### config.mk
export PLATFORM = sky130hd
export DESIGN_NAME = count_update
export DESIGN_NICKNAME = d
export VERILOG_FILES = /design/src/logic/ctr_pkg.sv /design/src/logic/count_update.sv
export SDC_FILE = /design/constraint.sdc
export NUM_CORES = 1
export LEC_CHECK = 0
export BUFFER_PORTS_ARGS = -buffer_cell sky130_fd_sc_hd__buf_2
export CAP_MARGIN = 20
export CORE_AREA = 2 2 405 407
export DETAILED_ROUTE_END_ITERATION = 10
export DIE_AREA = 0 0 407 409
export PLACE_DENSITY = 0.43
export SYNTH_ARGS = -nofsm -noshare
export SYNTH_HDL_FRONTEND = slang
export SYNTH_SLANG_ARGS = --single-unit
export TNS_END_PERCENT = 5
### constraint.sdc
create_clock -name clock -period 3 [get_ports clock]
set_input_delay 0.3 -clock clock [delete_from_list [all_inputs] [get_ports clock]]
set_output_delay 0.3 -clock clock [all_outputs]
set_load 0.005 [all_outputs]
### src/logic/ctr_pkg.sv
`default_nettype none

package ctr_pkg;

  //////////////////////////////
  // Sizes
  //////////////////////////////
  localparam int LANES       = 8;               // Counter updates per beat.
  localparam int ENTRIES     = 256;
  localparam int INDEX_W     = 8;
  localparam int COUNT_W     = 32;
  localparam int INCR_W      = 16;
  localparam int FIFO_DEPTH  = 4;               // Also the sender's starting credit.
  localparam int CLEAR_STEPS = ENTRIES / LANES; // One row of LANES entries per step.

  //////////////////////////////
  // Types
  //////////////////////////////
  typedef logic [INDEX_W-1:0] index_t;
  typedef logic [COUNT_W-1:0] count_t;
  typedef logic [INCR_W-1:0]  incr_t;
  typedef logic [LANES-1:0]   lane_mask_t;
  typedef logic [1:0]         op_t;

  localparam op_t OP_UPDATE    = 2'd0;
  localparam op_t OP_READ      = 2'd1;
  localparam op_t OP_CLEAR_ALL = 2'd2;

  typedef enum logic {ST_RUN, ST_CLEAR} ctl_state_t;

endpackage

`default_nettype wire

### src/logic/count_update.sv
`timescale 1ns/10ps
`default_nettype none

module count_update (
  input  wire                                     clock,
  input  wire                                     reset_n,
  input  wire ctr_pkg::count_t [ctr_pkg::LANES-1:0] rdata,
  input  wire ctr_pkg::count_t [ctr_pkg::LANES-1:0] merged_incr,
  input  wire                                     capture,
  output ctr_pkg::count_t [ctr_pkg::LANES-1:0]    next_count,
  output logic                                    rd_valid,
  output ctr_pkg::count_t [ctr_pkg::LANES-1:0]    rd_data
);

  always_comb
  begin : add
    logic [ctr_pkg::COUNT_W:0] wide;
    for (int n = 0; n < ctr_pkg::LANES; n++)
    begin
      wide = {1'b0, rdata[n]} + {1'b0, merged_incr[n]};
      if (wide[ctr_pkg::COUNT_W])
        next_count[n] = '1;                              // Clamp at maximum.
      else
        next_count[n] = wide[ctr_pkg::COUNT_W-1:0];
    end
  end

  //////////////////////////////
  // Read result stage
  //////////////////////////////
  always_ff @(posedge clock)
  begin
    if (!reset_n)
      rd_valid <= 1'b0;
    else
      rd_valid <= capture; // Single-cycle strobe.
  end

  always_ff @(posedge clock)
  begin
    if (capture)
      rd_data <= rdata;
  end

endmodule

`default_nettype wire

# Yosys cells after proc, flatten, opt, wreduce, memory -nomap -nowiden
# Index checks and enable logic that the tools add are counted.
# classes
n_addsub	8
mux	8
# ops
cell	n
$add A32 B32 Y33	8
$mux W32	8
# totals
register_bits	257
in_bits	515
output_inout_bits	513
wordCells	25

# Depth between registers and ports, before layout
# Gate-level depths: netlist of the first run.
# depth
word_depth	2
ltp_mapped	14
depth_no_buf	12

# Worst setup path after synthesis of the first run
# OpenSTA, ideal clock, no wires.
# synth_timing
kind	input to output
start	in rdata[96] (netlist name)
end	out next_count[100] (netlist name)
t_arrival_ns	2.962
t_required_ns	2.700
path_slack_ns	-0.262
stages	14
path_buffers	2
cell_sequence	ha_1 fa_1 a21o_1 a21oi_1 o21ai_1 a211oi_4 a21oi_2 o211ai_2 a31o_2 o221ai_1 a21oi_1 buf_4 buf_6 nand2_1
# synth_lines
item	line_no	text
start, declared	count_update.sv:7	input wire ctr_pkg::count_t [ctr_pkg::LANES-1:0] rdata,
end, declared	count_update.sv:10	output ctr_pkg::count_t [ctr_pkg::LANES-1:0] next_count,

==> results of run 1 <==
-- registers in the layout, indices dropped and copies added (netlist names) --
name / count
rd_valid: 1
rd_data: 256
-- worst paths after layout --
| path | start | to | slack (ps) | cells after the start |
|---|---|---|---|---|
| worst max-delay path | rdata[96] | next_count[122] | -440 | 16 |
| worst min-delay path | rdata[29] | rd_data[29] | 50 | 1 |
-- routing by layer --
layer | wire, µm | global-route usage (%)
met1 | 57200 | 19.3
met2 | 66700 | 27.0
met3 | 12000 | 5.08
met4 | 3970 | 4.62
met5 | 333 | 0
-- cell usage after synthesis, types with 6 or more instances --
cell type    n
xor2_1     105
a21oi_1    206
o21ai_0    130
xnor2_1    101
o31ai_1     10
o31a_1       6
a211oi_1    17
clkbuf_1    31
nand2b_1    49
o211ai_1     6
nand4_1     29
nor2_1     111
or3_1        8
o21bai_1    37
nor4_1       6
nand3_1     40
and2_1      16
and4_1       9
nand2_1    310
o21ai_1     10
ha_1       256
o21a_1      32
a221oi_1     7
a21o_1     134
edfxtp_1   256
nor2b_1     20
inv_1       59
o22ai_1      6
a211o_1     10
fa_1         8
buf_4        6
a41oi_1      7
nor3_1      24
buf_2       11
buf_6        7
and3_1      22
a21boi_0     9
a31oi_1     26
-- power by group --
group	switching (mW)	internal [mW]
clock	2.07	2.86
sequential	0.0783	4.27
combinational	4.03	3.74
-- cell type report --
type                       instances  share of cell area, %
multi-input combinational       1862                   36.8
timing repair buffer            1887                   32.8
sequential                       257                   19.5
tap                             2175                   6.89
clock buffer                      47                   2.68
clock inverter                    22                  0.580
inverter                          59                  0.561
antenna                           27                  0.171
-- cells by family (layout without fill, tap and decap cells) --
group                      Yosys count  after routing  share of synthesized area [%]
AOI/OAI and AO/OA                  721            721                           22.2
xor gates and xnor gates           206            206                           8.49
adders and majority gates          264            264                           15.8
buffers and inverters              114           2015                           2.43
DFF                                257            257                           36.3
muxes                                2              2                          0.106
other                                0             27                              0
and+or+nand+nor                    669            669                           14.7
-- per-stage QoR --
| stage | setup TNS [ps] | power, mW |
|---|---|---|
| floorplan | -1270 | 7.33 |
| global placement | -132770 | 11.2 |
| detailed placement | -142650 | 11.2 |
| CTS | -73890 | 17.0 |
| global route | -88870 | 18.0 |
| finish | -55540 | 17.0 |
-- repair_timing --
action	in CTS	in global routing
setup endpoints to repair	256	256
pin swaps	102	88
gates resized for setup	232	159
gates cloned	3	2
hold buffers	241	1
hold endpoints to repair	241	1
setup buffers	27	14
==> impl_metrics.py, run 1 <==
metrics = {
    "yosys": {
        "syn_area_per_cell_um2": 9.51,
        "yosys_warnings": 0,
        "yosysTopAreaCell": "edfxtp_1",
        "synth_edf_count": 256,
        "ys.flop_type": "edfxtp_1",
        "syn_nets": 3012,
        "yosys-top-cells-area": "edfxtp_1, ha_1, nand2_1, a21oi_1, a21o_1",
        "synth_area_um2": 21200,
        "ys_async_sr_fraction_pct": 0,
        "synth_cells": 2233,
        "yosysTopAreaCellShare_pct": 36.2,
        "yosysSeqAreaShare_pct": 36.3,
        "synth_seq_cells": 257,
        "synth_cell_types": 82,
    },
    "setup_path": {
        "worst_ep_arrival_time_ps": 3140,
        "path_delay_family": "compound AO/OA/AOI/OAI gates",
        "critPathMaxFanout": 2,
        "cp.required_ps": 2700,
        "crit_slowest_cell": "fa_2",
        "crit_buf_inv": 4,
        "critPathMaxStageDelay_ps": 360,
        "worstSetupPathType": "in -> out",
        "cp-end-kind": "output port",
        "cp-start-kind": "primary input",
        "worstPathCellList": "buf_8 -> ha_4 -> fa_2 -> a21o_1 -> a21oi_2 -> o21ai_2 -> a211oi_4 -> a21oi_2 -> o211ai_2 -> buf_4 -> buf_4 -> a21boi_2 -> o21a_1 -> o21a_1 -> o21ai_4 -> buf_2",
    },
    "job": {
        "maxCapViolations": 0,
    },
    "run_status": {
        "violations": "setup timing",
        "status": "complete, but fails checks",
    },
    "finish": {
        "layout.cells.non_filler": 6336,
        "final_cell_mix": "buf_2, buf_4, edfxtp_1",
        "fin_util_pct": 24.4,
        "regArea_um2": 7710,
        "design_area_um2": 39500,
        "syn2layout_area_growth_pct": 85.9,
        "final_common_cell": "buf_2",
        "layout.nets": 4885,
        "multiInputGateArea_um2": 14500,
        "fill_cells": 17800,
        "layout-drive-gt1-share_pct": 47.8,
    },
    "place": {
        "dpl_cell_area_um2": 33500,
        "portBuffers": 1027,
        "globalplace.congestion": 0.955,
        "pre_cts_ws_ps": -1110,
        "placedCellCount": 5955,
        "dpl.hpwl_um": 120000,
    },
    "detailed_routing": {
        "routed_wl_um": 140000,
        "ant_nets": 0,
        "dr.pass1.iters": 5,
        "avgRoutedWirePerCell_um": 22.1,
        "drtIter0Drc": 1354,
        "vias_per_cell": 4.07,
        "drc_errors": 0,
        "vias": 25800,
    },
    "die": {
        "die_h_um": 409,
        "start_util_pct": 13.1,
        "io-pin-count": 1028,
        "core_um2": 162000,
        "rows": 148,
        "die_w_um": 407,
        "dieArea_um2": 166000,
    },
    "timing": {
        "hold_ws_ps": 54.4,
        "relSlewSlack_pct": 46.2,
        "rsz0062_at_grt": "true",
        "slew_viol_final": 0,
        "fin_ws_ps": -442,
        "worst-slew-pin-transition_ps": 802,
        "setup_viol_count_final": 256,
        "fin_crit_sh_pct": 115,
        "max_freq_ghz": 0.291,
        "timing.final.hold_violations": 0,
        "layout_min_cycle_time_ps": 3440,
    },
    "grt": {
        "antenna_found_initial": 79,
        "grt_max_degree": 65,
        "grt_pass1_vias": 25700,
        "grt_pass1_wl_um": 189000,
        "gr-total-overflow": 0,
        "grt_usage_pct": 16.0,
    },
    "power": {
        "power.leakage_nw": 18.2,
        "vdd.ir_drop.worst_mv": 0.360,
        "pwr_density_cell_nw_per_um2": 432,
    },
    "clocking": {
        "cts.clk_slew.worst_paths_ps": 60,
        "clockRootBuffer": "clkbuf_16",
        "cts.htree.levels": 2,
        "clock-sinks": 257,
        "cts_made_buffers": 39,
        "cts_tree": "built",
        "cts_buffer_depth": 3,
    },
    "min_path": {
        "hp-class": "in -> reg",
    },
}
(Power assumes the default switching activity.)
==> run 2, diff against run 1 <==
BUFFER_PORTS_ARGS = not set   (was -buffer_cell sky130_fd_sc_hd__buf_2)
CORE_AREA = 2 2 403 405   (was 2 2 405 407)
DIE_AREA = 0 0 405 407   (was 0 0 407 409)
DONT_BUFFER_PORTS = 1   (was not set)
PLACE_DENSITY = 0.37   (was 0.43)
clock period = 4.3 ns   (was 3 ns; I/O delays follow)
==> impl_metrics.py, run 2 (synthesis results as in run 1) <==
metrics = {
    "run_status": {
        "status": "completed",
    },
    "timing": {
        "hold_ws_ps": 120,
        "timing.final.hold_violations": 0,
        "setup_viol_count_final": 0,
        "finalSetupTns_ps": 0,
        "max_freq_ghz": 0.244,
        "layout_min_cycle_time_ps": 4100,
        "relSlewSlack_pct": 15.0,
        "slew_viol_final": 0,
        "rsz0062_at_grt": "false",
        "fin_crit_sh_pct": 95.4,
        "worst-slew-pin-transition_ps": 1270,
    },
    "job": {
        "maxCapViolations": 0,
    },
    "clocking": {
        "cts_made_buffers": 34,
        "clock-sinks": 257,
        "cts.clk_slew.worst_paths_ps": 50,
        "cts_tree": "built",
        "cts_buffer_depth": 3,
        "cts.htree.levels": 2,
        "cts_setup_buffers": 0,
        "clockRootBuffer": "clkbuf_16",
    },
    "setup_path": {
        "cp-start-kind": "primary input",
        "worstPathCellList": "ha_1 -> fa_1 -> a21o_1 -> a21oi_1 -> o21bai_1 -> a31oi_1 -> o31ai_1 -> buf_4 -> a31oi_2 -> o21ai_0 -> a221oi_1 -> xor2_1 -> nand2_1 -> buf_4",
        "worstSetupPathType": "in -> out",
        "critPathMaxStageDelay_ps": 440,
        "cp-end-kind": "output port",
        "cp.required_ps": 3870,
        "startpoint": "rdata[32]",
        "worst_ep_arrival_time_ps": 3670,
        "crit_path_frequent_cell": "buf_4",
        "crit_slowest_cell": "fa_1",
        "critPathMaxFanout": 5,
    },
    "min_path": {
        "worst_hold_startpoint": "capture",
        "hp-class": "in -> reg",
    },
    "finish": {
        "design_area_um2": 28500,
        "final_common_cell": "nand2_1",
        "largest_reg_flops": 256,
        "final_cell_mix": "nand2_1, dlygate4sd3_1, edfxtp_1",
        "layout.nets": 3367,
        "layout-drive-gt1-share_pct": 7.81,
        "syn2layout_area_growth_pct": 34.3,
        "top_regs": "rd_data: 256 flops, rd_valid: 1 flops",
        "regMostFlops": "rd_data",
    },
    "grt": {
        "gr-total-overflow": 0,
        "grt_util_met1_pct": 16.1,
        "grt_pass1_vias": 20100,
        "grt_usage_pct": 13.6,
        "busiest_layer": "met2",
        "grt_max_degree": 131,
        "antenna_found_initial": 31,
        "use_met2_pct": 22.2,
        "met3_usage_pct": 4.21,
        "grt_pass1_wl_um": 159000,
    },
    "detailed_routing": {
        "drtIter0Drc": 1321,
        "avgRoutedWirePerCell_um": 25.2,
        "routed_wl_um": 121000,
        "vias_per_cell": 4.17,
        "drc_errors": 0,
        "ant_nets": 0,
        "vias": 20000,
        "dr.pass1.iters": 5,
    },
    "die": {
        "core_um2": 160000,
        "dieArea_um2": 165000,
        "io-pin-count": 1028,
        "die_h_um": 407,
        "rows": 147,
        "start_util_pct": 13.3,
        "die_w_um": 405,
    },
    "place": {
        "dpl_cell_area_um2": 24600,
        "dpl.hpwl_um": 97800,
        "portBuffers": 0,
        "globalplace.congestion": 0.935,
    },
    "power": {
        "power.leakage_nw": 11.3,
        "vdd.ir_drop.worst_mv": 0.245,
        "pwr_density_cell_nw_per_um2": 334,
    },
}
## run 2: per-stage QoR
stage	power, mW	instances	utilization, %	setup WS [ps]
after floorplan	5.06	2233	-	778
after global placement	6.32	4446	15.4	-50.4
after detailed placement	6.29	4446	15.4	-44.8
after CTS	9.67	4770	17.8	6.52
after global routing	10.0	4785	17.8	1.06
final	9.52	4793	17.8	198
## run 2: area by class of cell
type / count / area (µm²)
inverters: 59 / 221
multi-input cells: 1863 / 13100
clock inverters: 16 / 160
flip-flops and latches: 257 / 7710
fillers: 17800 / 132000
well taps: 2160 / 2700
repair buffers: 373 / 3630
diodes: 22 / 55.1
clock buffers: 43 / 948
## run 2: path summary, 6_finish.rpt
path / end / depth (start not counted)
min: rd_data[33] / 0
max: next_count[62] / 14
## run 2: worst max-delay path: cells and delay by family
kind / cells / cell delay (ps)
compound gates: 8 / 1780
fa+ha+maj: 2 / 640
xor+xnor: 1 / 360
buf+inv: 2 / 340
simple gates: 1 / 100
## run 2: power by group
part | leakage, nW | switching [mW] | internal [mW] | total [mW]
sequential | 2.51 | 0.137 | 2.99 | 3.12
clock | 0.536 | 1.27 | 1.74 | 3.00
combinational | 8.29 | 2.05 | 1.34 | 3.39
## run 2: timing repair
item / in CTS / in global routing
setup endpoints to repair: 5 / 34
hold endpoints to repair: 281 / 0
hold buffers: 265 / 0
cloned: 0 / 1
pin swaps: 1 / 1
resized for setup: 2 / 4
## run 2: layer usage
metal / up-vias / routed length [µm]
met5: - / 57
met3: 196 / 10800
met1: 9721 / 46900
met2: 966 / 56800
met4: 8 / 6040
li1: 9087 / -
