### src/logic/ctr_pkg.sv
`default_nettype none

package ctr_pkg;

  //////////////////////////////
  // Sizes
  //////////////////////////////
  localparam int LANES       = 8;               // Counter updates per beat.
  localparam int ENTRIES     = 256;
  localparam int INDEX_W     = 8;
  localparam int COUNT_W     = 32;
  localparam int INCR_W      = 16;
  localparam int FIFO_DEPTH  = 4;               // Also the sender's starting credit.
  localparam int CLEAR_STEPS = ENTRIES / LANES; // One row of LANES entries per step.

  //////////////////////////////
  // Types
  //////////////////////////////
  typedef logic [INDEX_W-1:0] index_t;
  typedef logic [COUNT_W-1:0] count_t;
  typedef logic [INCR_W-1:0]  incr_t;
  typedef logic [LANES-1:0]   lane_mask_t;
  typedef logic [1:0]         op_t;

  localparam op_t OP_UPDATE    = 2'd0;
  localparam op_t OP_READ      = 2'd1;
  localparam op_t OP_CLEAR_ALL = 2'd2;

  typedef enum logic {ST_RUN, ST_CLEAR} ctl_state_t;

endpackage

`default_nettype wire

### src/logic/ctr_control.sv
`timescale 1ns/10ps
`default_nettype none

module ctr_control (
  input  wire                                     clock,
  input  wire                                     reset_n,
  input  wire                                     head_valid,
  input  wire ctr_pkg::op_t                       head_op,
  input  wire ctr_pkg::index_t [ctr_pkg::LANES-1:0] head_index,
  input  wire ctr_pkg::lane_mask_t                merged_mask,
  input  wire ctr_pkg::count_t [ctr_pkg::LANES-1:0] next_count,
  output logic                                    pop,
  output ctr_pkg::lane_mask_t                     we,
  output ctr_pkg::index_t [ctr_pkg::LANES-1:0]    windex,
  output ctr_pkg::count_t [ctr_pkg::LANES-1:0]    wdata,
  output ctr_pkg::index_t [ctr_pkg::LANES-1:0]    rindex,
  output logic                                    capture
);

  ctr_pkg::ctl_state_t                      state;
  logic [$clog2(ctr_pkg::CLEAR_STEPS)-1:0]  sweep_step;

  assign pop     = (state == ctr_pkg::ST_RUN) && head_valid;
  assign capture = pop && (head_op == ctr_pkg::OP_READ);
  assign rindex  = head_index; // Lanes always read the head beat's indexes.

  //////////////////////////////
  // Write port steering
  //////////////////////////////
  always_comb
  begin
    if (state == ctr_pkg::ST_CLEAR)
    begin
      we = '1;
      for (int n = 0; n < ctr_pkg::LANES; n++)
      begin
        windex[n] = ctr_pkg::index_t'(int'(sweep_step) * ctr_pkg::LANES + n);
        wdata[n]  = '0;
      end
    end
    else
    begin
      we     = (pop && (head_op == ctr_pkg::OP_UPDATE)) ? merged_mask : '0;
      windex = head_index;
      wdata  = next_count;
    end
  end

  //////////////////////////////
  // State and sweep
  //////////////////////////////
  always_ff @(posedge clock)
  begin
    if (!reset_n)
    begin
      state      <= ctr_pkg::ST_RUN;
      sweep_step <= '0;
    end
    else
    begin
      case (state)
        ctr_pkg::ST_RUN:
        begin
          sweep_step <= '0;
          if (pop && (head_op == ctr_pkg::OP_CLEAR_ALL))
            state <= ctr_pkg::ST_CLEAR;
        end
        default:
        begin
          if (int'(sweep_step) == ctr_pkg::CLEAR_STEPS - 1)
          begin
            state      <= ctr_pkg::ST_RUN; // Last row written this cycle.
            sweep_step <= '0;
          end
          else
            sweep_step <= sweep_step + 1'b1;
        end
      endcase
    end
  end

endmodule

`default_nettype wire

### config.mk
export PLATFORM = sky130hd
export DESIGN_NAME = ctr_control
export DESIGN_NICKNAME = d
export VERILOG_FILES = /design/src/logic/ctr_pkg.sv /design/src/logic/ctr_control.sv
export SDC_FILE = /design/constraint.sdc
export NUM_CORES = 1
export LEC_CHECK = 0
export BUFFER_PORTS_ARGS = -buffer_cell sky130_fd_sc_hd__buf_2
export CORE_AREA = 3 3 284 286
export CTS_BUF_LIST = sky130_fd_sc_hd__clkbuf_8 sky130_fd_sc_hd__clkbuf_16
export CTS_CLUSTER_SIZE = 24
export DETAILED_ROUTE_END_ITERATION = 8
export DIE_AREA = 0 0 287 289
export GPL_ROUTABILITY_DRIVEN = 0
export GPL_TIMING_DRIVEN = 0
export SYNTH_ARGS = -nofsm -noshare
export SYNTH_HDL_FRONTEND = slang
export SYNTH_SLANG_ARGS = --single-unit
### constraint.sdc
create_clock -name clock -period 1.4 [get_ports clock]
set_input_delay 0.14 -clock clock [delete_from_list [all_inputs] [get_ports clock]]
set_output_delay 0.14 -clock clock [all_outputs]
set_load 0.1 [all_outputs]
### Word-level counts from Yosys, hierarchy flattened

Index checks and enable logic that the tools add are counted.

| word-level totals | value |
|---|---|
| flip-flop bits (word level) | 6 |
| latch bits | 0 |
| memory bits (writable) | 0 |
| memory bits (read-only) | 0 |
| bits of input ports | 333 |
| output and inout port bits | 394 |
| logic and storage cells | 28 |
| memories | 0 |

| operators by class | value |
|---|---|
| $add $sub $neg | 8 |
| multiply operators | 0 |
| div/mod/pow operators | 0 |
| $lt $le $gt $ge | 0 |
| equality and inequality tests | 3 |
| shifts and indexed selects | 0 |
| multiplexer cells | 7 |
| bitwise logic cells | 2 |
| reductions and logical operators | 6 |

Operators with widths:

| kind | number |
|---|---|
| 256-bit two-way mux | 1 |
| 64-bit two-way mux | 1 |
| 8-bit by 3-bit adder with 8-bit output (second input constant) | 4 |
| 8-bit by 2-bit adder with 8-bit output (second input constant) | 2 |
| 8-bit two-way mux | 2 |
| 8-bit by 1-bit adder with 8-bit output (second input constant) | 1 |
| 5-bit by 1-bit adder with 5-bit output (second input constant) | 1 |
| 5-bit by 1-bit == test with 1-bit output (second input constant) | 1 |
| 1-bit logical AND | 4 |
| 1-bit two-way mux | 3 |
| 3-bit OR reduction | 1 |
| 2-bit by 1-bit == test with 1-bit output (second input constant) | 1 |
| 2-bit == test (second input constant) | 1 |
| 2-bit zero test | 1 |
| 1-bit NOT | 2 |

### Depth between registers and ports, before layout

Gate-level depths: netlist (run 1).

| depth | value |
|---|---|
| depth after elaboration | 5 |
| mapped depth | 5 |
| gate-level depth less buffers | 5 |

### Worst setup path before layout (run 1)

No wires, ideal clock.

| path | value |
|---|---|
| path type | register to output |
| start | reg state |
| end | out windex[13] in the netlist's numbering |
| data arrival time | 2,861 ps |
| data required time | 1,260 ps |
| slack | -1,601 ps |
| cell stages (with the launch flop) | 5 |
| buffers on the path | 3 |
| cells stage by stage | dfxtp_1 -> buf_6 -> buf_4 -> buf_1 -> o21ai_0 |

RTL lines:

| element | line | text |
|---|---|---|
| start: declaration | ctr_control.sv:20 | `ctr_pkg::ctl_state_t state;` |
| start signal: assignment | ctr_control.sv:56 | `state <= ctr_pkg::ST_RUN;` |
| start signal: assignment | ctr_control.sv:66 | `state <= ctr_pkg::ST_CLEAR;` |
| start signal: assignment | ctr_control.sv:72 | `state <= ctr_pkg::ST_RUN;` |
| end: declaration | ctr_control.sv:14 | `output ctr_pkg::index_t [ctr_pkg::LANES-1:0] windex,` |

==> flow_summary_export.csv, run 1 <==
group,metric,value,unit
clock_network,clock-sinks,6,
timing,finClkSkew,1.361,ps
global_routing,grt_pass1_wl,68.04,mm
routing,avgRoutedWirePerCell,25.80,µm
clock_network,cts_tree,"done",
cells_and_area,final_cell_mix,"397 x buf_2, 245 x buf_12, 158 x nor2b_4, 93 x buf_4, 87 x buf_6",
power,total_power,12.45,mW
logic_synthesis,async_flop_share,0,
hold_path,min_from,"head_op[0]",
routing,drt_iter0_markers,125,
logic_synthesis,yosysSeqAreaShare,0.03820,
cells_and_area,multi_input_area,4091,µm²
run_status,violations,"setup timing",
clock_network,clk_latency,230,ps
cells_and_area,layout-drive-gt1-share,0.9006,
cells_and_area,finish.utilization,0.1887,
global_routing,grt_usage,0.1280,
cells_and_area,regArea,123.9,µm²
timing,setup_violations,332,
global_routing,grt_pass1_vias,6302,
logic_synthesis,synth_top_cell_area_share,0.5352,
timing,slew_violations,0,
clock_network,clk_pin_slew,30,ps
clock_network,htreeDepth,1,
logic_synthesis,avgSynthCellArea,6.263,µm²
setup_path,cp_max_fo,10,
timing,slew_headroom,0.5254,
timing,max_freq,590.8,MHz
clock_network,cts-buffers-inserted,3,
timing,finalHoldViolations,0,
logic_synthesis,synthesis.nets,837,
cells_and_area,area_delta_synth_final,371.7,%
logic_synthesis,ys.flop_type,"dfxtp_1",
power,powerDensity,839.2,nW/µm²
cells_and_area,final_common_cell,"buf_2",
logic_synthesis,synth_edf_count,0,
timing,postLayoutSetupSlackWorst,-292.6,ps
timing,tightest_slew,716.8,ps
die,die_w,287,µm
clock_network,clk_path_buf_depth,2,
timing,fin_tns_setup,-60030,ps
timing,rsz0062_at_grt,"true",
routing,drc,0,
timing,period_needed,1693,ps
global_routing,antenna_found_initial,66,
logic_synthesis,synth.distinct_cells,24,
logic_synthesis,syn_area,3144,µm²
power,max-vdd-ir-drop,0.9505,mV
setup_path,critical_path_class,"reg2out",
logic_synthesis,ys_seq_elements,6,
die,dieArea,82940,µm²
setup_path,worstSetupEndpointType,"output port",
run_status,status,"finished with violations",
setup_path,crit_start,"state",
routing,dr.pass1.iters,4,
cells_and_area,nFillCells,8539,
power,p_leak,7.308,nW
setup_path,critPathRequiredTime,1260,ps
clock_network,root_buffer,"clkbuf_16",
logic_synthesis,syn_inst,502,
cells_and_area,finalInstanceArea,14830,µm²
logic_synthesis,synth_area_leaders,"nor2b_1 54%, buf_4 16%, o21ai_0 6.4%",
die,start_util,0.04000,
global_routing,grt_overflow,0,
logic_synthesis,yosysTopAreaCell,"nor2b_1",
setup_path,reg2reg_from,"sweep_step[0]",
run,cap_violations,0,
setup_path,worstSetupStartpointType,"flip-flop",
routing,vias,6740,
global_routing,grt_max_degree,11,
die,core_area,78610,µm²
die,die_y,289,µm
die,rows,103,
placed_design,place_area,9060,µm²
placed_design,dp_hpwl,53.33,mm
hold_path,hold_class,"in2reg",
cells_and_area,final_nets,1584,
routing,drt_wl_total,59.65,mm
logic_synthesis,yosysWarnings,0,
die,io_pins,727,
clock_network,ctsHoldBuffers,0,
routing,vias_per_cell,2.915,
timing,period_share,1.209,
setup_path,worstPathArrival,1550,ps
routing,ant_nets,0,
placed_design,port_buffers,726,
-- cell type report --
class                      instances  share of cell area
antenna                           15            0.002531
clock buffer                       3            0.005061
multi-input combinational        351              0.2758
inverter                          43             0.01088
buffer                           102             0.07440
sequential                         6            0.008351
tap                             1050             0.08857
timing repair buffer             742              0.5344
-- worst paths after layout --
kind | slack, ps | cells after the start | to
min reg2reg | 500 | 1 | sweep_step[0]
min | 190 | 2 | state
max | -290 | 5 | windex[58]
max reg2reg | -120 | 5 | sweep_step[3]
-- cell families after synthesis --
| kind of cell | Yosys count | synth area share |
|---|---|---|
| muxes | 1 | 0.003184 |
| AOI/OAI and AO/OA | 49 | 0.08556 |
| and+or+nand+nor | 298 | 0.5937 |
| xor gates and xnor gates | 1 | 0.002786 |
| DFF | 6 | 0.03820 |
| adders and majority gates | 2 | 0.007957 |
| buffers and inverters | 145 | 0.2686 |
-- stage by stage --
step           cells  hold WS, ps  setup slack (ps)
2_1_floorplan    502        238.4            -811.1
3_3_place_gp    2278        424.0             -1047
3_5_place_dp    2278        426.0             -1046
4_1_cts         2288        181.5            -436.2
5_1_grt         2302        189.8            -328.5
6_report        2312        189.7            -292.6
-- cells in the mapped netlist, types with 2 or more instances --
library cell,count
nor2b_1,269
buf_4,65
inv_1,43
o21ai_0,40
buf_2,27
or2_2,12
a21o_1,8
dfxtp_1,6
nand2_1,6
clkbuf_1,4
nor2_1,4
buf_1,3
buf_6,3
ha_1,2
-- state kept, by name, summed over array words and instances (netlist names) --
| register | flops |
|---|---|
| state | 1 |
| sweep_step | 5 |
-- metal layers --
layer	global-route usage	wire length (µm)	vias to the layer above
li1	-	-	2952
met2	0.1981	26210	533
met4	0.01846	1219	44
met5	0	298	-
met3	0.07789	8535	99
met1	0.1542	23390	3112
-- worst max-delay path, stage by stage (launching register included) --
cell     delay (ps)
dfxtp_2         320
buf_12          140
buf_16          160
buf_8           170
or2_2           320
buf_8           180
-- report_power, final --
| part | switching (mW) | internal, mW | total (mW) |
|---|---|---|---|
| clock network | 0.0975 | 0.367 | 0.464 |
| registers | 0.00412 | 0.175 | 0.180 |
| logic | 8.06 | 3.75 | 11.8 |
-- what timing repair did --
item                       CTS  global route
setup buffers                3             8
resized for setup          715           860
setup endpoints to repair  331           333
gates cloned                 4             1
pin swaps                    9             3
Note: power is estimated with default switching activity, not from simulation.
==> run 2: changes to the inputs <==
- CTS_BUF_LIST: sky130_fd_sc_hd__clkbuf_8 sky130_fd_sc_hd__clkbuf_16 -> default
- GPL_TIMING_DRIVEN: 0 -> default
==> run 2 against run 1 <==
- the run still ends with setup timing left
- critical path depth decreased by 1
- non-clock buffer count decreased by 67
- routed wire length decreased by 3.1%
- cell area increased by 1.1%
- critical path type unchanged
- critical endpoint is now windex[8]
- highest routed layer unchanged
==> flow_summary_export.csv, run 2 (synthesized netlist as in run 1, its figures left out) <==
group,metric,value,unit
cells_and_area,final_nets,1517,
hold_path,hold_class,"in2reg",
setup_path,max_stage_delay,380,ps
clock_network,clock-sinks,6,
clock_network,clk_path_buf_depth,2,
routing,vias,6350,
setup_path,critPathRequiredTime,1260,ps
timing,slew_violations,0,
clock_network,clk_pin_slew,40,ps
timing,fin_tns_setup,-46290,ps
power,switchingPower,8.068,mW
timing,period_needed,1669,ps
timing,finalHoldViolations,0,
die,io_pins,727,
clock_network,cts-buffers-inserted,3,
power,powerDensity,839.3,nW/µm²
placed_design,dp_hpwl,53.61,mm
die,rows,103,
run_status,status,"finished with violations",
cells_and_area,top_regs,"sweep_step: 5 flops, state: 1 flops",
timing,finClkSkew,2.182,ps
timing,setup_violations,330,
timing,postLayoutSetupSlackWorst,-268.7,ps
setup_path,critical_path_class,"reg2out",
cells_and_area,finalInstanceArea,14990,µm²
global_routing,grt_pass1_vias,6314,
setup_path,crit_top_cell,"buf_12",
routing,drc,0,
placed_design,place_area,13750,µm²
run_status,violations,"setup timing",
timing,max_freq,599.3,MHz
power,p_leak,7.287,nW
timing,tightest_slew,526.2,ps
placed_design,dp.cells,2218,
die,die_w,287,µm
routing,dr.pass1.iters,4,
power,pwr-share-clk,0.039,
setup_path,worstSetupEndpointType,"output port",
cells_and_area,largest_reg_flops,5,
cells_and_area,layout-drive-gt1-share,0.9043,
power,power_frac_comb,0.947,
global_routing,use_met2,0.2006,
setup_path,crit_chain,"buf_12, buf_12, or2_2, buf_12",
run,cap_violations,0,
clock_network,htreeDepth,1,
global_routing,top_usage_layer,"met2",
die,dieArea,82940,µm²
global_routing,met1_usage,0.1593,
routing,avgRoutedWirePerCell,25.85,µm
global_routing,antenna_found_initial,70,
timing,period_share,1.192,
cells_and_area,final_cell_mix,"394 x buf_2, 341 x buf_12, 140 x nor2b_4, 79 x nor2b_2, 50 x nor2b_1",
clock_network,cts_tree,"done",
power,swShare,0.6413,
setup_path,worstPathArrival,1530,ps
power,max-vdd-ir-drop,0.7381,mV
timing,slew_headroom,0.6516,
placed_design,port_buffers,726,
clock_network,postCtsSetupBuffers,0,
die,die_y,289,µm
clock_network,ctsHoldBuffers,0,
cells_and_area,finish.utilization,0.1907,
global_routing,grt_max_degree,45,
clock_network,root_buffer,"clkbuf_16",
die,start_util,0.04000,
setup_path,worstSetupStartpointType,"flip-flop",
timing,rsz0062_at_grt,"true",
global_routing,use_met3,0.07994,
die,core_area,78610,µm²
power,seqPwrFrac,0.014,
routing,ant_nets,0,
cells_and_area,fin_cells,2237,
power,total_power,12.58,mW
power,internal_power,4.513,mW
routing,drt_wl_total,57.82,mm
cells_and_area,top_register,"sweep_step",
placed_design,place_ws,-135.0,ps
routing,drt_iter0_markers,98,
cells_and_area,final_common_cell,"buf_2",
setup_path,crit_slowest_cell,"dfxtp_4",
timing,hold_ws,172.3,ps
global_routing,grt_overflow,0,
global_routing,grt_usage,0.1297,
setup_path,cp_max_fo,29,
cells_and_area,area_delta_synth_final,376.8,%
routing,vias_per_cell,2.839,
global_routing,grt_pass1_wl,69.35,mm
clock_network,clk_latency,230,ps
-- run 2: changes by cell type in the layout (fill, tap and decap cells not counted), moves of 5 or more --
cell | before | now
buf_8 | 9 | 0
nor2b_4 | 158 | 140
buf_12 | 245 | 341
o21ai_4 | 38 | 32
nor2b_2 | 45 | 79
nand2_8 | 5 | 0
nor2b_1 | 66 | 50
diode_2 | 15 | 6
buf_6 | 87 | 5
buf_4 | 93 | 26
-- run 2: final cells by class --
type | instances | area, µm²
tap | 1050 | 1314
clock buffer | 4 | 78.83
inverter | 43 | 161.4
timing repair buffer | 777 | 9355
fill | 8531 | 63620
antenna | 6 | 15.01
multi-input combinational | 351 | 3940
sequential | 6 | 126.4
-- run 2: power groups by stage --
| stage | logic (mW) | registers [mW] | clock network (mW) |
|---|---|---|---|
| 2_1_floorplan | 7.20 | 0.180 | 0 |
| 3_3_place_gp | 11.6 | 0.182 | 0 |
| 3_5_place_dp | 11.6 | 0.182 | 0 |
| 4_1_cts | 11.9 | 0.182 | 0.493 |
| 5_1_grt | 12.2 | 0.182 | 0.507 |
| 6_report | 11.9 | 0.181 | 0.486 |
-- run 2: worst paths after layout --
kind,startpoint,to,slack (ps),cells after the start
setup / recovery,state,windex[8],-270,4
hold / removal,head_op[0],state,170,2
setup reg to reg,sweep_step[1],sweep_step[3],-80,5
hold reg to reg,sweep_step[3],sweep_step[3],570,2
-- run 2: timing repair --
item,in CTS,in global routing
pin swaps,1,0
gates cloned,5,4
setup endpoints to repair,329,335
resized for setup,143,123
-- run 2: routing by layer --
| layer | wire (µm) | vias up |
|---|---|---|
| li1 | - | 2811 |
| met1 | 23560 | 2891 |
| met2 | 25330 | 500 |
| met3 | 8170 | 92 |
| met4 | 394 | 56 |
| met5 | 376 | - |
-- run 2: worst max-delay path, delay by kind of cell, from the launching register on --
family	cells	cell delay, ps
simple gates	1	330
buf+inv	3	500
flops	1	380
