<file path="src/logic/ctr_pkg.sv">
`default_nettype none

package ctr_pkg;

  //////////////////////////////
  // Sizes
  //////////////////////////////
  localparam int LANES       = 8;               // Counter updates per beat.
  localparam int ENTRIES     = 256;
  localparam int INDEX_W     = 8;
  localparam int COUNT_W     = 32;
  localparam int INCR_W      = 16;
  localparam int FIFO_DEPTH  = 4;               // Also the sender's starting credit.
  localparam int CLEAR_STEPS = ENTRIES / LANES; // One row of LANES entries per step.

  //////////////////////////////
  // Types
  //////////////////////////////
  typedef logic [INDEX_W-1:0] index_t;
  typedef logic [COUNT_W-1:0] count_t;
  typedef logic [INCR_W-1:0]  incr_t;
  typedef logic [LANES-1:0]   lane_mask_t;
  typedef logic [1:0]         op_t;

  localparam op_t OP_UPDATE    = 2'd0;
  localparam op_t OP_READ      = 2'd1;
  localparam op_t OP_CLEAR_ALL = 2'd2;

  typedef enum logic {ST_RUN, ST_CLEAR} ctl_state_t;

endpackage

`default_nettype wire

</file>
<file path="src/logic/beat_fifo.sv">
`timescale 1ns/10ps
`default_nettype none

module beat_fifo (
  input  wire                                     clock,
  input  wire                                     reset_n,
  input  wire                                     in_valid,
  input  wire ctr_pkg::op_t                       in_op,
  input  wire ctr_pkg::lane_mask_t                in_mask,
  input  wire ctr_pkg::index_t [ctr_pkg::LANES-1:0] in_index,
  input  wire ctr_pkg::incr_t  [ctr_pkg::LANES-1:0] in_incr,
  input  wire                                     pop,
  output logic                                    head_valid,
  output ctr_pkg::op_t                            head_op,
  output ctr_pkg::lane_mask_t                     head_mask,
  output ctr_pkg::index_t [ctr_pkg::LANES-1:0]    head_index,
  output ctr_pkg::incr_t  [ctr_pkg::LANES-1:0]    head_incr,
  output logic                                    credit_return
);

  ctr_pkg::op_t                         op_mem    [ctr_pkg::FIFO_DEPTH];
  ctr_pkg::lane_mask_t                  mask_mem  [ctr_pkg::FIFO_DEPTH];
  ctr_pkg::index_t [ctr_pkg::LANES-1:0] index_mem [ctr_pkg::FIFO_DEPTH];
  ctr_pkg::incr_t  [ctr_pkg::LANES-1:0] incr_mem  [ctr_pkg::FIFO_DEPTH];

  logic [$clog2(ctr_pkg::FIFO_DEPTH)-1:0]   wr_ptr;
  logic [$clog2(ctr_pkg::FIFO_DEPTH)-1:0]   rd_ptr;
  logic [$clog2(ctr_pkg::FIFO_DEPTH+1)-1:0] fill_count;

  always_ff @(posedge clock)
  begin
    if (in_valid)
    begin
      op_mem[wr_ptr]    <= in_op;
      mask_mem[wr_ptr]  <= in_mask;
      index_mem[wr_ptr] <= in_index;
      incr_mem[wr_ptr]  <= in_incr;
    end
  end

  always_ff @(posedge clock)
  begin
    if (!reset_n)
    begin
      wr_ptr        <= '0;
      rd_ptr        <= '0;
      fill_count    <= '0;
      credit_return <= 1'b0;
    end
    else
    begin
      if (in_valid)
        wr_ptr <= wr_ptr + 1'b1; // Pointers wrap with the depth.
      if (pop)
        rd_ptr <= rd_ptr + 1'b1;
      case ({in_valid, pop})
        2'b10:   fill_count <= fill_count + 1'b1;
        2'b01:   fill_count <= fill_count - 1'b1;
        default: fill_count <= fill_count;
      endcase
      credit_return <= pop; // One credit back per retired beat.
    end
  end

  assign head_valid = (fill_count != '0);
  assign head_op    = op_mem[rd_ptr];
  assign head_mask  = mask_mem[rd_ptr];
  assign head_index = index_mem[rd_ptr];
  assign head_incr  = incr_mem[rd_ptr];

endmodule

`default_nettype wire

</file>
<file path="config.mk">
export PLATFORM = sky130hd
export DESIGN_NAME = beat_fifo
export DESIGN_NICKNAME = d
export VERILOG_FILES = /design/src/logic/ctr_pkg.sv /design/src/logic/beat_fifo.sv
export SDC_FILE = /design/constraint.sdc
export NUM_CORES = 1
export LEC_CHECK = 0
export BUFFER_PORTS_ARGS = -buffer_cell sky130_fd_sc_hd__buf_4
export CAP_MARGIN = 10
export CELL_PAD_IN_SITES_DETAIL_PLACEMENT = 0
export CELL_PAD_IN_SITES_GLOBAL_PLACEMENT = 2
export CORE_MARGIN = 2
export CORE_UTILIZATION = 45
export DETAILED_ROUTE_END_ITERATION = 8
export PLACE_DENSITY_LB_ADDON = 0.15
export SLEW_MARGIN = 20
export SYNTH_ARGS = -nofsm -noshare
export SYNTH_HDL_FRONTEND = slang
export SYNTH_SLANG_ARGS = --single-unit
</file>
<file path="constraint.sdc">
create_clock -name clock -period 8.23 [get_ports clock]
set_input_delay 0.4115 -clock clock [delete_from_list [all_inputs] [get_ports clock]]
set_output_delay 0.4115 -clock clock [all_outputs]
set_load 0.02 [all_outputs]
</file>
* Word-level counts from Yosys, hierarchy flattened *
Memory sizes are Yosys's and may differ from the RTL's. A register that Yosys moved wholly into a read port is not among the register bits.
Index checks and enable logic that the tools add are counted.

operators by class
  $add $sub $neg = 4
  equality and inequality tests = 2
  multiplexer cells = 11
  reductions and logical operators = 2

operators by type and width
  cell                                              count
  2-to-1 mux 2 bit                                  8
  case mux 3 bit (2 select lines)                   1
  adder 2 x 1 -> 2 bit, second input constant       2
  adder 3 x 1 -> 3 bit, second input constant       1
  nonzero test 3 bit                                1
  subtractor 3 x 1 -> 3 bit, second input constant  1
  == test 2 x 1 -> 1 bit, second input constant     1
  == test 2 bit, second input constant              1
  2-to-1 mux 1 bit                                  2
  nonzero test 2 bit                                1

storage, ports and cells
  register bits = 8
  memory bits (writable) = 808
  input port bits = 206
  output and inout port bits = 204
  word-level logic and storage cells = 27
  memories kept = 4

memory list
  memory     depth  width  read ports  clocked after Yosys merged registers in  write ports  RTL line         text
  incr_mem   4      128    1           1                                        1            beat_fifo.sv:24  ctr_pkg::incr_t [ctr_pkg::LANES-1:0] incr_mem [ctr_pkg::FIFO_DEPTH];
  index_mem  4      64     1           1                                        1            beat_fifo.sv:23  ctr_pkg::index_t [ctr_pkg::LANES-1:0] index_mem [ctr_pkg::FIFO_DEPTH];
  mask_mem   4      8      1           1                                        1            beat_fifo.sv:22  ctr_pkg::lane_mask_t mask_mem [ctr_pkg::FIFO_DEPTH];
  op_mem     4      2      1           1                                        1            beat_fifo.sv:21  ctr_pkg::op_t op_mem [ctr_pkg::FIFO_DEPTH];

* Longest topological paths before layout *
Gate-level depths: netlist of run 1.

  depth after elaboration = 3
  depth in mapped cells = 7
  mapped depth without buffers = 7

* Least setup slack after synthesis of run 1 *
No wires, ideal clock.

  path kind = reg-to-reg
  start point = reg wr_ptr[0] (netlist name)
  end point = mem incr_mem[0][0] (netlist name) (enable)
  setup time = 0.586 ns
  arrival time = 5.135 ns
  data required time = 7.644 ns
  setup slack = 2.509 ns
  stages on the path, launching flop included = 4
  buffers on the path = 0
  clock period less this slack = 5.721 ns
  cell sequence = dfxtp_1 -> inv_1 -> ha_1 -> and2_1

RTL lines
  element                 RTL line         text
  start, declared         beat_fifo.sv:26  logic [$clog2(ctr_pkg::FIFO_DEPTH)-1:0] wr_ptr;
  start signal, assigned  beat_fifo.sv:53  wr_ptr <= wr_ptr + 1'b1;
  end, declared           beat_fifo.sv:24

No word-level cell before the write port.

==> qor.txt, run 1 <==
Status - completed
CP max-delay cell - dfxtp_4
CTS max path bufs - 3
Data arrival, critical path - 3070 ps
Post-DR wirelength/cell - 22.23 microns
Largest net degree at the start of global routing - 111
Via-per-instance ratio - 5.089
CTS buffer count - 83
Worst IR drop on VDD - 0.1789 mV
Critical path type - flop to primary output
Die Y - 261.4 microns
Setup Total Neg Slack - 0 ps
Non-Filler Instances - 2698
Final hold slack - 60.01 ps
Critical Path RT - 7820 ps
Die area - 68330 sq um
CTS resizes - 0
Part of the Yosys area used for sequential elements - 82.05%
Worst Clk Skew - 13.78 ps
Initial Util - 45.43%
Predominant post-synthesis flop cell - edfxtp_1
Gpl congestion - 0.7225
Register bit total from synthesis - 818
CTS Sinks - 818
IO Port Bufs - 409
CTS root buffer - clkbuf_16
Library cells used by synthesis - 21
Antenna Nets Post-Route - 0
Share of post-route cells with drive strength above 1 - 40.34%
FP Rows - 94
Final Max Tran Viols - 0
Number of synthesized flops with an enable pin - 808
Hold-fix buffers, CTS - 202
HP Class - input port to flop
IO Pins - 410
CP cell instances - buf_12 -> mux4_2 -> buf_4
Final #Nets - 1980
Via count - 13730
Worst stage delay on the critical path - 880 ps
Global Route Usage Sum - 17.43%
# H-tree levels - 3
Worst r2r src - wr_ptr[0]
Detailed Routing Iterations Pass 1 - 5
Clock latency on the worst-skew pair - 610 ps
Final min period - 3485 ps
Vias in the first global route - 14424
Max cap viols - 0
Placed cell count - 2345
Syn Inst Count - 1102
Die width - 261.4 microns
Global-route wire length before repair - 88250 microns
Highest clock rate - 286.9 MHz
Critical path's top delay family - flip-flops
Starting DRT DRC Count - 894
Pleak - 12.91 nW
Clock slew at reported path FFs - 60 ps
Final WL - 59980 microns
Critical-path maximum fanout - 88
Area Growth Syn to Fin - 28.38%
DRC - 0
Core ar. - 65630 sq um
Syn avg cell area - 27.06 sq um
Unrepaired setup endpoints after global routing - false
Hold wc startpoint - pop
Period utilisation layout - 42.35%
Initial antenna violation count - 4
Total grt overflow - 0
PwrDens - 251.8 nW/um^2
DP HPWL - 35250 microns
Synth warnings - 0
Crit path buf inv count - 2
CTS tree - done
Hold Violations, Final - 0
Setup bufs post-CTS - 0
Worst slew pin tran - 1040 ps
Synth async-reset ratio - 0%
Relative slew slack - 30.66%
Net Count, Synth - 1314
Startpoint Class - flop
Final setup viols - 0
Endpoint class of the critical path - primary output
Cell Area, Synth - 29820 sq um
[sequential cells by signal, summed over array words and instances, names as in the netlist, named ones only]
name           count
incr_mem         512
index_mem        256
mask_mem          32
op_mem             8
fill_count         3
rd_ptr             2
wr_ptr             2
credit_return      1
[final timing paths]
path,end,slack (ps),cells past startpoint
worst min-delay path,credit_return,60,2
worst max register to register,incr_mem[1][123],5120,4
worst max-delay path,head_incr[77],4740,3
worst min register to register,fill_count[2],490,2
[through the flow]
stage | instance area [sq um] | worst slack, ps | power (mW) | utilization [%]
floorplan | 29820 | 2509 | 5.606 | -
detailed placement | 33620 | 5026 | 6.056 | 51.22
finish | 38280 | 4745 | 9.638 | 58.32
global placement | 33620 | 5030 | 6.043 | 51.22
CTS | 38270 | 4575 | 9.774 | 58.32
global route | 38280 | 4481 | 9.987 | 58.32
[cell usage after synthesis, types with 3 or more instances]
cell type,count,area share (%)
and2_1,11,0.23
buf_12,20,1.3
buf_2,18,0.30
dfxtp_1,10,0.67
edfxtp_1,808,81
ha_1,5,0.21
inv_1,6,0.076
mux4_2,202,15
xor2_1,3,0.088
[layer usage]
layer	vias to the layer above	routed length, microns	track usage (%)
met2	374	29580	27.74
met4	4	1164	5.208
met3	83	4001	4.481
met1	7157	25200	23.99
met5	-	30	0
li1	6112	-	-
[logic make-up (layout without fill, tap and decap cells)]
| kind of cell | count (synthesis) | in the layout | share of synthesized area, % |
|---|---|---|---|
| XOR/XNOR | 5 | 5 | 0.1469 |
| AO/OA/AOI/OAI | 3 | 3 | 0.05876 |
| AND/OR/NAND/NOR | 16 | 16 | 0.3190 |
| adder cells (fa/ha/maj) | 6 | 6 | 0.2770 |
| flip-flops | 818 | 818 | 82.05 |
| buffers and inverters | 51 | 781 | 1.859 |
| other | 0 | 2 | 0 |
| multiplexers | 203 | 203 | 15.29 |
[layout make-up]
cell class | count | area [sq um]
Fill cell | 4853 | 27350
Sequential cell | 818 | 24470
Tap cell | 864 | 1081
Clock inverter | 40 | 395.4
Antenna cell | 2 | 5.005
Inverter | 6 | 22.52
Clock buffer | 109 | 2238
Timing Repair Buffer | 626 | 5255
Multi-Input combinational cell | 233 | 4808
[power breakdown]
part	internal [mW]	switching, mW	leakage (nW)
combinational	0.553	0.620	4.14
sequential	4.79	0.0577	7.51
clock	2.13	1.48	1.27
[cells in the final DEF (no fill, tap or decap)]
cell / instances
edfxtp_1: 808
buf_4: 420
mux4_2: 202
dlygate4sd3_1: 202
clkbuf_16: 86
clkbuf_1: 23
clkinv_1: 19
dfxtp_1: 8
and2_1: 7
bufinv_16: 7
inv_1: 6
clkinv_2: 6
ha_1: 5
and2_4: 4
clkinvlp_4: 4
buf_12: 4
xor2_1: 3
diode_2: 2
or3_1: 2
xnor2_1: 2
nand2_1: 2
o21ai_0: 2
dfxtp_4: 2
inv_6: 2
a21boi_0: 1
mux2i_1: 1
nor2b_1: 1
fa_1: 1
inv_16: 1
clkinv_8: 1
(Power assumes the default switching activity.)
==> run 2, diff against run 1 <==
Settings changed: ABC_AREA set to 1, CORE_UTILIZATION 45 to 41.
Clock period 8.23 ns to 3.5 ns, I/O delays scaled along.
==> run 2 against run 1 <==
Critical path depth rose by 2. Sequential share of layout area is 1.4 points lower. Clock power rose by 140%. Combinational power is 130% higher. Critical path type unchanged. Highest routed layer is now met4.
==> qor.txt, run 2 <==
Endpoint class of the critical path - primary output
Syn Inst Count - 2012 (+83%)
DRC - 0 (unchanged)
Top flop regs - incr_mem x512, index_mem x256, mask_mem x32
Hold Path End - incr_mem[3][103]
Relative slew slack - 32.57% (+1.9 points)
CTS root buffer - clkbuf_16
Setup Total Neg Slack - 0 ps (unchanged)
Cell Area, Synth - 30450 sq um (+2.1%)
Die area - 76470 sq um (+12%)
Cell taking the most area after synthesis - edfxtp_1
Antenna Nets Post-Route - 0 (unchanged)
Setup WS post-layout - 579.1 ps (-4166 ps)
Commonest non-fill, non-tap cell in the layout - edfxtp_1
CTS tree - done
WHS Path Cells - 2 (unchanged)
HP Class - input port to flop
Register bit total from synthesis - 818 (unchanged)
IO Port Bufs - 409 (unchanged)
Unrepaired setup endpoints after global routing - false
Register-to-register path setup slack - 1410 ps (-3710 ps)
Die width - 276.5 microns (+5.8%)
Final setup viols - 0 (unchanged)
PwrDens - 583.7 nW/um^2 (+130%)
Critical path type - flop to primary output
Final WL - 75900 microns (+27%)
Gpl congestion - 0.7645 (+5.8%)
Final Util - 53.50% (-4.8 points)
Net Count, Synth - 2224 (+69%)
Post-DR wirelength/cell - 20.81 microns (-6.4%)
IO Pins - 410 (unchanged)
CTS Sinks - 818 (unchanged)
Max FFs per register - 512 (unchanged)
Clock latency on the worst-skew pair - 620 ps (about the same)
DP HPWL - 41910 microns (+19%)
Final hold slack - 293.7 ps (+233.7 ps)
Period utilisation layout - 83.46%
Worst R2R End - incr_mem[2][79]
Total grt overflow - 0 (unchanged)
Via-per-instance ratio - 5.168 (+1.5%)
Startpoint Class - flop
Area contributors post-synth - edfxtp_1 80%, o21ai_0 5.0%, nor2_1 5.0%
Max cap viols - 0 (unchanged)
Critical-path maximum fanout - 81 (-8.0%)
Via count - 18846 (+37%)
Worst IR drop on VDD - 0.3612 mV (+100%)
CTS max path bufs - 3 (unchanged)
Vias in the first global route - 18793 (+30%)
Synth async-reset ratio - 0% (unchanged)
Worst reg2reg path depth - 5 (+1)
Pleak - 13.64 nW (+5.6%)
Highest clock rate - 342.4 MHz
Critical Path RT - 3320 ps (-4500 ps)
Number of synthesized flops with an enable pin - 808 (unchanged)
Part of the Yosys area used for sequential elements - 80.33% (-1.7 points)
# H-tree levels - 3 (unchanged)
Worst r2r src - wr_ptr[0]
Share of post-route cells with drive strength above 1 - 21.97% (-18 points)
Initial antenna violation count - 2 (-2)
Synth warnings - 0 (unchanged)
Library cells used by synthesis - 21 (unchanged)
FP Rows - 99 (+5.3%)
CTS buffer count - 86 (+3.6%)
Largest net degree at the start of global routing - 171 (+54%)
Area share of the largest cell type after synthesis - 79.67% (-1.7 points)
Worst Clk Skew - 23.66 ps (+9.885 ps)
Data arrival, critical path - 2750 ps (-320 ps)
Synth top cells by count - 808 x edfxtp_1, 407 x nor2_1, 307 x o21ai_0
Area Growth Syn to Fin - 28.61%
Global-route wire length before repair - 114000 microns (+29%)
Count leader, synth - edfxtp_1
Hold-fix buffers, CTS - 206 (+2.0%)
Clock slew at reported path FFs - 60 ps (about the same)
Final #Nets - 2828 (+43%)
Place WS - 1112 ps (-3913 ps)
Starting DRT DRC Count - 1153 (+29%)
Final Max Tran Viols - 0 (unchanged)
Hold wc startpoint - in_incr[103]
Status - completed
Die Y - 276.5 microns (+5.8%)
Predominant post-synthesis flop cell - edfxtp_1
Hold Violations, Final - 0 (unchanged)
Commonest non-fill, non-tap cells in the layout - 808 x edfxtp_1, 427 x buf_4, 407 x nor2_1
Global Route Usage Sum - 19.47% (+2.0 points)
Initial Util - 41.60% (-3.8 points)
CTS resizes - 0 (unchanged)
Final min period - 2921 ps
Setup bufs post-CTS - 0 (unchanged)
Core ar. - 73210 sq um (+12%)
Detailed Routing Iterations Pass 1 - 6 (+1)
Syn avg cell area - 15.14 sq um (-44%)
Worst slew pin tran - 1011 ps (-28.63 ps)
Top reg by flops - incr_mem
## run 2: changes by cell type after synthesis, sizes merged, moves of 2 or more
cell / change
nand2: +8
buf: +23
o22ai: +202
nor2: +407
clkbuf: +65
xnor2: -2
mux4: -202
xor2: -3
or3: -2
a21oi: +5
nand3: +2
o21ai: +408
inv: +12
and2: -11
## run 2: worst max-delay path, cell delays in order, from the launching register on
cell     delay, ps
dfxtp_4        530
inv_6          130
buf_4          770
o21ai_0        230
o22ai_1        240
buf_4          190
## run 2: logic make-up after synthesis
family	share of synthesized area, %
buf+inv	3.237
simple gates	5.193
flops	80.33
fa+ha+maj	0.2712
compound gates	10.97
## run 2: report_power, final
part / internal, mW / switching [mW]
Clock: 5.22 / 3.64
Combinational: 1.01 / 1.67
Sequential: 11.2 / 0.0999
Total: 17.4 / 5.42
## run 2: area by class of cell
type                    count  area (sq um)
inverters                  18         100.1
well taps                 959          1200
diodes                      3         7.507
multi-input cells        1043          5020
clock buffers             106          2277
repair buffers            649          5588
clock inverters            51         500.5
fillers                  6083         34040
flip-flops and latches    818         24470
## run 2: metrics by stage
step	total power, mW	cells	instance area [sq um]
2_1_floorplan	12.87	2012	30490
3_3_place_gp	13.99	3281	34320
3_5_place_dp	14.04	3281	34320
4_1_cts	23.17	3644	39160
5_1_grt	23.74	3646	39160
6_report	22.86	3647	39170
## run 2: per-layer routing
| layer | vias up | wire (microns) | global-route usage (%) |
|---|---|---|---|
| met2 | 422 | 38540 | 33.43 |
| met4 | 0 | 1425 | 5.507 |
| met1 | 9471 | 31920 | 25.11 |
| li1 | 8856 | - | - |
| met5 | - | 0 | 0 |
| met3 | 97 | 4027 | 3.955 |
## run 2: how the worst max path moves through the flow
stage / start / depth (start not counted) / slack, ps / end
floorplan: wr_ptr[1] / 4 / -510 / incr_mem[1][0]
global placement: flop / 5 / 1120 / head_incr[15]
detailed placement: flop / 5 / 1110 / head_incr[3]
CTS: flop / 5 / 460 / head_incr[3]
global route: flop / 5 / 360 / head_incr[5]
finish: flop / 5 / 580 / head_incr[3]
==> run 3, diff against run 2 <==
Settings changed: CORE_UTILIZATION 41 to 37.
Clock period 3.5 ns to 2.65 ns, I/O delays scaled along.
==> run 3 against run 2 <==
Clock power rose by 31%. Wire length rose by 2.4%. Via count fell by 0.45%. Register-to-register slack got worse by 500 ps. Cell area rose by 0.86%. Sequential power rose by 32%. Critical path depth fell by 1. Setup slack got worse by 460 ps. Combinational power rose by 36%. Final cell count rose by 3.5%. Critical path type unchanged.
==> qor.txt, run 3 (same netlist as run 2, synthesis figures left out) <==
DP HPWL - 43170 microns (+3.0%)
Worst Clk Skew - 13.93 ps (-9.730 ps)
Via count - 18762 (-0.45%)
CTS tree - done
CTS Sinks - 818 (unchanged)
Period utilisation layout - 95.56%
Clock latency on the worst-skew pair - 620 ps (about the same)
FP Rows - 105 (+6.1%)
Endpoint class of the critical path - primary output
Critical-path maximum fanout - 142 (+75%)
Non-Filler Instances - 3775 (+3.5%)
Initial Util - 37.21% (-4.4 points)
Via-per-instance ratio - 4.970 (-3.8%)
Global-route wire length before repair - 116200 microns (+2.0%)
Setup WS post-layout - 117.6 ps (-461.5 ps)
Top reg by flops - incr_mem
Setup bufs post-CTS - 0 (unchanged)
Initial antenna violation count - 3 (+1)
Relative slew slack - 40.91% (+8.3 points)
CTS max path bufs - 3 (unchanged)
HP Class - input port to flop
Hold Violations, Final - 0 (unchanged)
Area Growth Syn to Fin - 29.71%
Final setup viols - 0 (unchanged)
Place WS - 757.7 ps (-354.7 ps)
Total grt overflow - 0 (unchanged)
Max FFs per register - 512 (unchanged)
Total Power - 30.15 mW (+32%)
Final hold slack - 238.5 ps (-55.25 ps)
Final #Nets - 2847 (+0.67%)
# H-tree levels - 3 (unchanged)
Starting DRT DRC Count - 1050 (-8.9%)
Max cap viols - 0 (unchanged)
Gpl congestion - 0.7248 (-5.2%)
Status - completed
Final Util - 48.26% (-5.2 points)
Final Max Tran Viols - 0 (unchanged)
CTS buffer count - 88 (+2.3%)
Top flop regs - incr_mem x512, index_mem x256, mask_mem x32
Core ar. - 81850 sq um (+12%)
Data arrival, critical path - 2400 ps (-350 ps)
Die Y - 290.9 microns (+5.2%)
Final min period - 2532 ps
Fin area - 39500 sq um (+0.86%)
PwrDens - 763.2 nW/um^2 (+31%)
Worst reg2reg path depth - 5 (unchanged)
Vias in the first global route - 19068 (+1.5%)
Commonest non-fill, non-tap cells in the layout - 808 x edfxtp_1, 435 x buf_4, 407 x nor2_1
Critical path type - flop to primary output
Highest clock rate - 394.9 MHz
Global Route Usage Sum - 18.04% (-1.4 points)
CTS root buffer - clkbuf_16
Worst IR drop on VDD - 0.5263 mV (+46%)
Die width - 290.9 microns (+5.2%)
Die area - 84620 sq um (+11%)
Share of post-route cells with drive strength above 1 - 22.13% (+0.16 points)
Setup Total Neg Slack - 0 ps (unchanged)
Post-DR wirelength/cell - 20.59 microns (-1.1%)
Placed cell count - 3409 (+3.9%)
Largest net degree at the start of global routing - 173 (+1.2%)
Commonest non-fill, non-tap cell in the layout - edfxtp_1
DRC - 0 (unchanged)
Area post-placement - 34700 sq um (+1.1%)
Detailed Routing Iterations Pass 1 - 5 (-1)
IO Port Bufs - 409 (unchanged)
Startpoint Class - flop
Final WL - 77720 microns (+2.4%)
Antenna Nets Post-Route - 0 (unchanged)
WHS Path Cells - 2 (unchanged)
Pleak - 13.77 nW (+0.93%)
Critical Path RT - 2520 ps (-800 ps)
IO Pins - 410 (unchanged)
Worst slew pin tran - 886.4 ps (-125.0 ps)
Unrepaired setup endpoints after global routing - false
Clock slew at reported path FFs - 60 ps (about the same)
==> run 3: changes by cell type in the layout (fill, tap and decap cells not counted), moves of 4 or more <==
| cell | change |
|---|---|
| buf_12 | +8 |
| buf_4 | +8 |
| clkbuf_1 | +5 |
| clkbuf_16 | +4 |
| clkbuf_8 | -5 |
| clkinv_1 | +4 |
| clkinvlp_4 | -8 |
==> run 3: path summary, 6_finish.rpt <==
path | startpoint | end | slack (ps)
worst min-delay path | in_index[52] | index_mem[0][52] | 240
worst max register to register | wr_ptr[0] | incr_mem[2][39] | 910
worst max-delay path | flop | head_index[36] | 120
worst min register to register | rd_ptr[1] | flop | 440
==> run 3: layout make-up <==
| cell class | instances | area (sq um) |
|---|---|---|
| Clock buffer | 110 | 2327 |
| Sequential cell | 818 | 24470 |
| Multi-Input combinational cell | 1043 | 5020 |
| Antenna cell | 3 | 7.507 |
| Clock inverter | 47 | 399.1 |
| Timing Repair Buffer | 666 | 5836 |
| Fill cell | 7115 | 42350 |
| Inverter | 18 | 100.1 |
| Tap cell | 1070 | 1339 |
==> run 3: what timing repair did <==
item | 4_1_cts | 5_1_grt
resized for setup | 0 | 2
endpoints found under the setup margin | 0 | 28
hold endpoints to repair | 818 | 0
hold buffers | 206 | 0
==> run 3: worst max-delay path: stages, from the launching register on <==
cell	delay (ps)
dfxtp_4	450
buf_12	350
o21ai_0	230
o22ai_1	220
buf_4	170
==> run 3: where the power goes <==
group | switching, mW | internal (mW) | total [mW]
clock | 4.86 | 6.72 | 11.6
sequential | 0.108 | 14.8 | 14.9
combinational | 2.26 | 1.39 | 3.65
==> run 3: metal layers <==
layer / track usage, % / vias up / share of wire (%)
met5: 0 / - / 0.044
met4: 5.598 / 6 / 2.4
met3: 4.108 / 111 / 5.8
met2: 31.42 / 433 / 50
met1: 22.32 / 9324 / 42
li1: - / 8888 / -
